===== config.mk =====
export PLATFORM = sky130hd
export DESIGN_NAME = noise_stream_top
export DESIGN_NICKNAME = d
export VERILOG_FILES = /design/src/design/rng_pkg.sv /design/src/design/noise_stream_top.sv /design/src/design/frame_packer.sv /design/src/design/noise_mixer.sv /design/src/design/lcg_stage.sv
export SDC_FILE = /design/constraint.sdc
export NUM_CORES = 2
export LEC_CHECK = 0
export BUFFER_PORTS_ARGS = -buffer_cell sky130_fd_sc_hd__buf_2
export CORE_MARGIN = 1
export CORE_UTILIZATION = 56
export CTS_BUF_LIST = sky130_fd_sc_hd__clkbuf_4 sky130_fd_sc_hd__clkbuf_8 sky130_fd_sc_hd__clkbuf_16
export DETAILED_ROUTE_END_ITERATION = 16
export GPL_TIMING_DRIVEN = 0
export PLACE_DENSITY = 0.72
export RECOVER_POWER = 25
export SLEW_MARGIN = 20
export SYNTH_ARGS = -nofsm -noshare
export SYNTH_HDL_FRONTEND = slang
export SYNTH_SLANG_ARGS = --single-unit
export TNS_END_PERCENT = 1

===== constraint.sdc =====
create_clock -name aclk -period 8.86 [get_ports aclk]
set_clock_uncertainty 0.1 [all_clocks]
set_input_delay 0.443 -clock aclk [delete_from_list [all_inputs] [get_ports aclk]]
set_output_delay 0.443 -clock aclk [all_outputs]
set_load 0.05 [all_outputs]

===== src/design/rng_pkg.sv =====
// Shared widths, types, seeds and LCG constants for the noise source, imported by each design module
`default_nettype none

package rng_pkg;

    // Widths that carry a meaning through the chain
    localparam int state_w  = 32;
    localparam int byte_w   = 8;
    localparam int sample_w = 16;

    // Generator state, one per LCG
    typedef logic [state_w-1:0] state_t;

    // Upper byte of a generator state
    typedef logic [byte_w-1:0] byte_t;

    // One output noise sample, product of two bytes
    typedef logic [sample_w-1:0] sample_t;

    // Generator X recurrence, classic C library constants
    localparam state_t x_mult = 32'd1103515245;
    localparam state_t x_incr = 32'd12345;

    // Generator Y recurrence
    localparam state_t y_mult = 32'd214013;
    localparam state_t y_incr = 32'd2531011;

    // Seeds loaded at reset
    localparam state_t x_seed_default = 32'h12345678;
    localparam state_t y_seed_default = 32'h87654321;

endpackage : rng_pkg

`default_nettype wire

===== src/design/noise_stream_top.sv =====
// Top level of the streaming noise source, joins two LCGs, the mixer and the frame packer
`timescale 1ns/1ns
`default_nettype none

module noise_stream_top
    import rng_pkg::*;
#(
    parameter int FRAME_LEN = 16
) (
    input  wire          aclk,
    input  wire          aresetn,
    input  wire          seed_load,
    input  wire state_t  seed_x,
    input  wire state_t  seed_y,
    output wire sample_t m_axis_tdata,
    output wire          m_axis_tvalid,
    input  wire          m_axis_tready,
    output wire          m_axis_tlast
);

    state_t  x_state;
    state_t  y_state;
    wire     x_valid;
    wire     y_valid;
    wire     src_valid;
    wire     src_ready;
    sample_t mix_data;
    wire     mix_valid;
    wire     mix_ready;

    // Generators step in lockstep, both see the same ready
    lcg_stage #(
        .MULT         (x_mult),
        .INCR         (x_incr),
        .SEED_DEFAULT (x_seed_default)
    ) i_lcg_x (
        .aclk      (aclk),
        .aresetn   (aresetn),
        .seed_load (seed_load),
        .seed      (seed_x),
        .state     (x_state),
        .valid     (x_valid),
        .ready     (src_ready)
    );

    lcg_stage #(
        .MULT         (y_mult),
        .INCR         (y_incr),
        .SEED_DEFAULT (y_seed_default)
    ) i_lcg_y (
        .aclk      (aclk),
        .aresetn   (aresetn),
        .seed_load (seed_load),
        .seed      (seed_y),
        .state     (y_state),
        .valid     (y_valid),
        .ready     (src_ready)
    );

    assign src_valid = x_valid && y_valid;

    // Reseed doubles as the pipeline flush
    noise_mixer i_mixer (
        .aclk      (aclk),
        .aresetn   (aresetn),
        .flush     (seed_load),
        .x_state   (x_state),
        .y_state   (y_state),
        .src_valid (src_valid),
        .src_ready (src_ready),
        .mix_data  (mix_data),
        .mix_valid (mix_valid),
        .mix_ready (mix_ready)
    );

    frame_packer #(
        .FRAME_LEN (FRAME_LEN)
    ) i_packer (
        .aclk          (aclk),
        .aresetn       (aresetn),
        .flush         (seed_load),
        .mix_data      (mix_data),
        .mix_valid     (mix_valid),
        .mix_ready     (mix_ready),
        .m_axis_tdata  (m_axis_tdata),
        .m_axis_tvalid (m_axis_tvalid),
        .m_axis_tready (m_axis_tready),
        .m_axis_tlast  (m_axis_tlast)
    );

endmodule : noise_stream_top

`default_nettype wire


===== src/design/frame_packer.sv =====
// AXI-Stream output register that counts transfers and marks every FRAME_LEN-th sample with tlast
`timescale 1ns/1ns
`default_nettype none

module frame_packer
    import rng_pkg::*;
#(
    parameter int FRAME_LEN = 16
) (
    input  wire          aclk,
    input  wire          aresetn,
    input  wire          flush,
    input  wire sample_t mix_data,
    input  wire          mix_valid,
    output logic         mix_ready,
    output sample_t      m_axis_tdata,
    output logic         m_axis_tvalid,
    input  wire          m_axis_tready,
    output logic         m_axis_tlast
);

    // Counter wide enough for FRAME_LEN-1, at least one bit
    localparam int CNT_W = (FRAME_LEN > 1) ? $clog2(FRAME_LEN) : 1;
    localparam logic [CNT_W-1:0] CNT_LAST = CNT_W'(FRAME_LEN - 1);

    logic [CNT_W-1:0] frame_cnt;
    logic             out_ready;
    logic             take;
    logic             frame_end;

    // Register is free when empty or when the sink takes its sample now
    assign out_ready = !m_axis_tvalid || m_axis_tready;
    assign take      = out_ready && mix_valid;
    assign frame_end = (frame_cnt == CNT_LAST);

    assign mix_ready = out_ready;

    // Control, cleared by reset and by reseed
    always_ff @(posedge aclk) begin
        if (!aresetn || flush) begin
            m_axis_tvalid <= 1'b0;
            m_axis_tlast  <= 1'b0;
            frame_cnt     <= '0;
        end else if (take) begin
            m_axis_tvalid <= 1'b1;
            m_axis_tlast  <= frame_end;
            if (frame_end) begin
                frame_cnt <= '0;
            end else begin
                frame_cnt <= frame_cnt + 1'b1;
            end
        end else if (m_axis_tready) begin
            // Sample left and nothing new arrived
            m_axis_tvalid <= 1'b0;
            m_axis_tlast  <= 1'b0;
        end
    end

    // Payload
    always_ff @(posedge aclk) begin
        if (take) begin
            m_axis_tdata <= mix_data;
        end
    end

endmodule : frame_packer

`default_nettype wire


===== src/design/noise_mixer.sv =====
// Three-stage valid/ready pipeline that turns two LCG states into one 16-bit byte product
`timescale 1ns/1ns
`default_nettype none

module noise_mixer
    import rng_pkg::*;
(
    input  wire         aclk,
    input  wire         aresetn,
    input  wire         flush,
    input  wire state_t x_state,
    input  wire state_t y_state,
    input  wire         src_valid,
    output logic        src_ready,
    output sample_t     mix_data,
    output logic        mix_valid,
    input  wire         mix_ready
);

    // Stage one, upper bytes of both states
    byte_t   s1_x_byte;
    byte_t   s1_y_byte;
    logic    s1_valid;
    logic    s1_ready;

    // Stage two, product of the bytes
    sample_t s2_product;
    logic    s2_valid;
    logic    s2_ready;

    // Stage three, holding register toward the packer
    sample_t s3_data;
    logic    s3_valid;
    logic    s3_ready;

    // A stage takes new data when empty or when its content leaves this cycle
    assign s3_ready = !s3_valid || mix_ready;
    assign s2_ready = !s2_valid || s3_ready;
    assign s1_ready = !s1_valid || s2_ready;

    assign src_ready = s1_ready;

    // Valid bits, cleared by reset and by a reseed flush
    always_ff @(posedge aclk) begin
        if (!aresetn || flush) begin
            s1_valid <= 1'b0;
            s2_valid <= 1'b0;
            s3_valid <= 1'b0;
        end else begin
            if (s1_ready) begin
                s1_valid <= src_valid;
            end
            if (s2_ready) begin
                s2_valid <= s1_valid;
            end
            if (s3_ready) begin
                s3_valid <= s2_valid;
            end
        end
    end

    // Byte extraction
    always_ff @(posedge aclk) begin
        if (s1_ready && src_valid) begin
            s1_x_byte <= x_state[state_w-1 -: byte_w];
            s1_y_byte <= y_state[state_w-1 -: byte_w];
        end
    end

    // 8x8 multiply, full 16-bit result
    always_ff @(posedge aclk) begin
        if (s2_ready && s1_valid) begin
            s2_product <= sample_t'(s1_x_byte) * sample_t'(s1_y_byte);
        end
    end

    // Output register, holds steady while the packer stalls
    always_ff @(posedge aclk) begin
        if (s3_ready && s2_valid) begin
            s3_data <= s2_product;
        end
    end

    assign mix_data  = s3_data;
    assign mix_valid = s3_valid;

endmodule : noise_mixer

`default_nettype wire


===== src/design/lcg_stage.sv =====
// One 32-bit linear congruential generator with valid/ready output and reseed, used twice by the top
`timescale 1ns/1ns
`default_nettype none

module lcg_stage
    import rng_pkg::*;
#(
    parameter state_t MULT         = x_mult,
    parameter state_t INCR         = x_incr,
    parameter state_t SEED_DEFAULT = x_seed_default
) (
    input  wire         aclk,
    input  wire         aresetn,
    input  wire         seed_load,
    input  wire state_t seed,
    output state_t      state,
    output logic        valid,
    input  wire         ready
);

    // One step of the recurrence, wraps modulo 2^32
    function automatic state_t lcg_step(input state_t cur);
        lcg_step = (cur * MULT) + INCR;
    endfunction

    // First stepped value of the default seed, so the register holds sample one's source
    localparam state_t RESET_STATE = (SEED_DEFAULT * MULT) + INCR;

    state_t state_q;
    logic   valid_q;
    logic   advance;

    // The pair moves on only when the consumer takes it
    assign advance = valid_q && ready;

    always_ff @(posedge aclk) begin
        if (!aresetn) begin
            state_q <= RESET_STATE;
        end else if (seed_load) begin
            // Reseed wins over a step in the same cycle
            state_q <= lcg_step(seed);
        end else if (advance) begin
            state_q <= lcg_step(state_q);
        end
    end

    // Valid drops for one cycle after reset or reseed, matching the flushed pipeline
    always_ff @(posedge aclk) begin
        if (!aresetn) begin
            valid_q <= 1'b0;
        end else begin
            valid_q <= !seed_load;
        end
    end

    assign state = state_q;
    assign valid = valid_q;

endmodule : lcg_stage

`default_nettype wire


# --- Yosys cells after proc, flatten, opt, wreduce, memory -nomap -nowiden ---
# Index checks and enable logic that the tools add are counted.
word_totals:
  in_bits: 68
  ff_bits: 138
  output_inout_bits: 18
  ramBits: 0
  latchBits: 0
  romBits: 0
  memories: 0
  elab_cells: 50
classes:
  mux: 8
  mul: 5
  n_lt_le_gt_ge: 0
  eq_ne: 1
  shift: 0
  div_mod_pow: 0
  n_reduce_logical: 17
  addsub: 5
  bitwise: 0
ops:
  columns: ["op", "count"]
  rows:
  - ["$mux W32", 4]
  - ["$add A32 B14 Y32 const B", 2]
  - ["$add A32 B22 Y32 const B", 2]
  - ["$mul A32 B18 Y32 const B", 2]
  - ["$mul A32 B31 Y32 const B", 2]
  - ["$mul A8 B8 Y16", 1]
  - ["$logic_not A1 Y1", 6]
  - ["$logic_or A1 B1 Y1", 5]
  - ["$add A4 B1 Y4 const B", 1]
  - ["$eq A4 B4 Y1 const B", 1]
  - ["$logic_and A1 B1 Y1", 4]
  - ["$mux W4", 1]
  - ["$reduce_bool A2 Y1", 2]
  - ["$mux W1", 3]

# --- Longest topological paths before layout ---
depth:
  depth_word: 8
  mapped_depth: 27
  ltp_nobuf: 26

# --- Cells and area by module ---
# A second synthesis with hierarchy kept.
unflattened:
  cells_unflattened: 4437
  hier_area_um2: 41960.2
modules_own_cells:
  columns: ["module", "seq_area_each_um2", "n_inst", "area_each_um2", "cells_per_inst"]
  rows:
  - ["lcg_stage (i_lcg_x)", 660.6, 1, 19997.9, 2189]
  - ["lcg_stage (i_lcg_y)", 660.6, 1, 17495.5, 1891]
  - ["noise_mixer", 1501.4, 1, 3689.8, 306]
  - ["frame_packer", 600.6, 1, 770.7, 50]
  - ["noise_stream_top", 0.0, 1, 6.3, 1]

# --- Least setup slack after synthesis ---
# Ideal clock, no wire load.
synth_path:
  path_kind: "input-to-reg"
  from: "input port seed_x[5]"
  to: "register i_lcg_x.state_q[29], in the netlist i_lcg_x.state[29]"
  arrival_time_ps: 6199
  path_stages: 25
  required_ps: 8630
  setup_time_ps: 130
  path_slack_ps: 2430
  n_path_buf: 0
  path_cell_list: "ha_1 xor2_1 ha_1 a21oi_1 fa_1 fa_1 inv_1 fa_1 inv_1 fa_1 inv_1 fa_1 inv_1 fa_1 inv_1 ha_1 a21oi_1 o22ai_1 a221o_1 a21oi_1 a2bb2oi_1 a31oi_1 xor2_1 a32oi_1 o31ai_1"
synth_via:
  elab_chain_len: 3
synth_rtl:
  columns: ["item", "line", "rtl"]
  rows:
  - ["start, declared", "noise_stream_top.sv:13", "input wire state_t seed_x,"]
  - ["$mul A32 B31 Y32", "lcg_stage.sv:23", "lcg_step = (cur * MULT) + INCR;"]
  - ["$add A32 B14 Y32", "lcg_stage.sv:23", null]
  - ["$mux W32", "lcg_stage.sv:39", "end else if (seed_load) begin"]
  - ["end signal, assigned", "lcg_stage.sv:41", "state_q <= lcg_step(seed);"]
  - ["end signal, assigned", "lcg_stage.sv:43", "state_q <= lcg_step(state_q);"]
  - ["end, declared", "lcg_stage.sv:29", "state_t state_q;"]
# Every way passes these cells.
# A chain may end at the register's enable or synchronous reset.

# --- Final worst setup path ---
layout_path:
  from: "register i_lcg_x.state_q[5], in the netlist i_lcg_x.state[5]"
  to: "register i_lcg_x.state_q[31], in the netlist i_lcg_x.state[31]"
layout_via:
  elab_chain_len: 4
layout_rtl:
  columns: ["item", "line", "rtl"]
  rows:
  - ["$mul A32 B31 Y32", "lcg_stage.sv:23", null]
  - ["$add A32 B14 Y32", "lcg_stage.sv:23", null]
  - ["$mux W32", "lcg_stage.sv:42", "end else if (advance) begin"]
  - ["$mux W32", "lcg_stage.sv:39", null]
# Every way passes these cells. The select of a mux whose other input is x is not followed.

==> flow_metrics.env <==
export IMPL_placed_area_um2=42700
export IMPL_drc=0
export IMPL_fin_crit_sh_pct=83.8
export IMPL_grt_pass1_vias=30318
export IMPL_wl_per_cell_um=17.6
export IMPL_cp_end_kind="register"
export IMPL_hold_ws_ps=180
export IMPL_core_area_um2=72100
export IMPL_placed_cells=5351
export IMPL_syn_inst=4316
export IMPL_viasPerCell=5.20
export IMPL_ys_warn_count=0
export IMPL_status="completed"
export IMPL_io_pins=86
export IMPL_std_cell_rows=98
export IMPL_rsz0062_at_grt="false"
export IMPL_tritoncts="built"
export IMPL_clockBufferDepth=2
export IMPL_final_instance_count_excl_fill=5383
export IMPL_grt_first_pass_wirelength_um=157000
export IMPL_synth_async_sr_flop_share_pct=0
export IMPL_drt_iter0_drc=1417
export IMPL_cts_resized=0
export IMPL_regToRegEndpoint="i_lcg_x.state[31]"
export IMPL_maxSlewHeadroom_pct=39.7
export IMPL_startpoint="i_lcg_x.state[5]"
export IMPL_critPathBufInv=5
export IMPL_hp_start="m_axis_tready"
export IMPL_cts_hold_buf=0
export IMPL_max_freq_ghz=0.135
export IMPL_path_max_fanout=9
export IMPL_final_common_cell="inv_1"
export IMPL_dp_hpwl_um=85500
export IMPL_syn_cell_area_um2=41100
export IMPL_path_delay_family="adder cells"
export IMPL_initial_core_util_pct=57.0
export IMPL_grt_max_degree=26
export IMPL_ff2ff_setup_slack_ps=1440
export IMPL_place_port_buffers=84
export IMPL_wl_met3_um=4770
export IMPL_n_antenna_cell=0
export IMPL_critical_path_required_ps=9120
export IMPL_final_antenna_net_count=0
export IMPL_hold_path_class="input port to register"
export IMPL_antenna_found_initial=2
export IMPL_grt_remaining_overflow=0
export IMPL_met1_length_um=40900
export IMPL_die_w_um=273
export IMPL_layout_common_cells="inv_1, fa_1, ha_1, xnor2_1, a21oi_1"
export IMPL_cpMostUsedCell="fa_1"
export IMPL_ys_seq_area_share_pct=8.28
export IMPL_grt_usage_pct=27.2
export IMPL_ys_ff_latch=138
export IMPL_finalSetupViolCount=0
export IMPL_path_class="register to register"
export IMPL_dr_pass1_iters=5
export IMPL_stdcell_area_um2=43300
export IMPL_final_hold_viol_count=0
export IMPL_r2r_start="i_lcg_x.state[5]"
export IMPL_fin_nets=5993
export IMPL_crit_path_top_delay_cell="dfxtp_1"
export IMPL_vias=27967
export IMPL_synth_avg_cell_area_um2=9.52
export IMPL_cts_root_buf="clkbuf_16"
export IMPL_synth_nets=5889
export IMPL_areaGrowthSynthToFinish_pct=5.32
export IMPL_maxCapViolCount=0
export IMPL_dieArea_um2=74500
export IMPL_synth_edf_count=64
export IMPL_ff2ff_path_depth=25
export IMPL_synth_main_ff_cell="dfxtp_1"
export IMPL_htreeDepth=4
export IMPL_multi_input_area_um2=32000
export IMPL_ff_latch_area_um2=3400
export IMPL_cts_made_buffers=17
export IMPL_wl_met2_um=45700
export IMPL_cpPeakStageDelay_ps=720
export IMPL_maxSlewViolCount=0
export IMPL_fin_crit_ps=7420
export IMPL_clk_pin_slew_ps=70
export IMPL_holdPathStages=3
export IMPL_drive_above_1_share_pct=3.34
export IMPL_fp_dieH_um=273
export IMPL_cts_setup_buffers=0
export IMPL_synth_cell_type_count=71
export IMPL_wirelength_um=94900
export IMPL_clock_sinks=138
export IMPL_clkLatencyLatePin_ps=460
export IMPL_globalplace_congestion=0.956
export IMPL_worst_pin_slew_ps=904
export IMPL_hold_path_end="i_packer.m_axis_tlast"
export IMPL_cp_start_kind="register"
export IMPL_fillers=6201
export IMPL_setup_tns_ps=0
export IMPL_crit_arrival_ps=7690
export IMPL_top_layer_used="met5"
==> registers in the layout, summed over array words and instances (netlist names) <==
name and count:
i_lcg_x.state 32, i_lcg_y.state 32, i_lcg_y.valid 1, i_mixer.mix_data 16
i_mixer.mix_valid 1, i_mixer.s1_valid 1, i_mixer.s1_x_byte 8, i_mixer.s1_y_byte 8
i_mixer.s2_product 16, i_mixer.s2_valid 1, i_packer.frame_cnt 4, i_packer.m_axis_tdata 16
i_packer.m_axis_tlast 1, i_packer.m_axis_tvalid 1
==> tightest hold or removal path: stages <==
cell and delay [ps]:
buf_2 90, nand3b_1 100, a21oi_1 60
==> synth_stat cells (5+ instances only) <==
cell type	n	area share, %
fa_1	794	39
nand3_1	29	0.35
o21a_1	17	0.31
nand4_1	10	0.15
o211ai_1	17	0.31
xor2_1	53	1.1
a21o_1	46	0.84
a31oi_1	13	0.20
a21boi_0	6	0.11
o31ai_1	8	0.15
ha_1	711	22
and2_1	42	0.64
and3_1	12	0.18
or2_2	15	0.23
o21bai_1	14	0.26
a311oi_1	5	0.11
inv_1	1489	14
o22ai_1	6	0.091
or3_1	11	0.17
nor2b_1	13	0.20
nand3b_1	10	0.18
a21oi_1	147	1.8
o31a_1	7	0.15
mux2i_1	10	0.24
a211oi_1	35	0.64
o21ai_0	66	0.80
a221oi_1	11	0.23
nor3_1	30	0.37
dfxtp_1	74	3.6
nand2_1	146	1.3
clkbuf_1	39	0.36
xnor2_1	153	3.3
nor2_1	116	1.1
o311ai_0	5	0.11
nand2b_1	21	0.32
o211a_1	6	0.15
edfxtp_1	64	4.7
==> worst max-delay path by stage <==
stage / end / slack, ps / cells after the start
after floorplan: i_lcg_x.state[29] / 2430 / 25
after global placement: i_lcg_x.state[27] / 1580 / 25
after detailed placement: i_lcg_x.state[29] / 1570 / 26
after CTS: i_lcg_x.state[31] / 1520 / 25
after global routing: i_lcg_x.state[31] / 1010 / 25
final: i_lcg_x.state[31] / 1440 / 25
==> metrics by stage <==
stage	utilization (%)	setup slack, ps
after floorplan	-	2430
after global placement	59.2	1580
after detailed placement	59.3	1570
after CTS	60.0	1520
after global routing	60.0	1010
final	60.0	1440
==> cell families after synthesis <==
kind of cell | synth area share, %
buffers and inverters | 14.0
adder cells (fa/ha/maj) | 60.3
AND/OR/NAND/NOR | 5.53
AO/OA/AOI/OAI | 7.18
XOR/XNOR | 4.39
flip-flops | 8.28
multiplexers | 0.307
==> final cells by class <==
class / count / share of cell area [%]
plain buffers: 42 / 0.367
clock buffers: 17 / 0.983
clock inverters: 15 / 0.330
inverters: 1490 / 12.9
multi-input cells: 2646 / 73.8
flip-flops and latches: 138 / 7.86
well taps: 950 / 2.75
repair buffers: 85 / 0.977
==> metal layers <==
| metal | GRT usage, % | vias up |
|---|---|---|
| met1 | 36.1 | 13812 |
| met2 | 46.1 | 696 |
| met4 | 9.46 | 4 |
| met5 | 0 | - |
| met3 | 3.13 | 177 |
| li1 | - | 13278 |
Power is left out: the tool's default activity adds up to more than one toggle a clock period on the data nets, which glitch-free logic cannot reach.
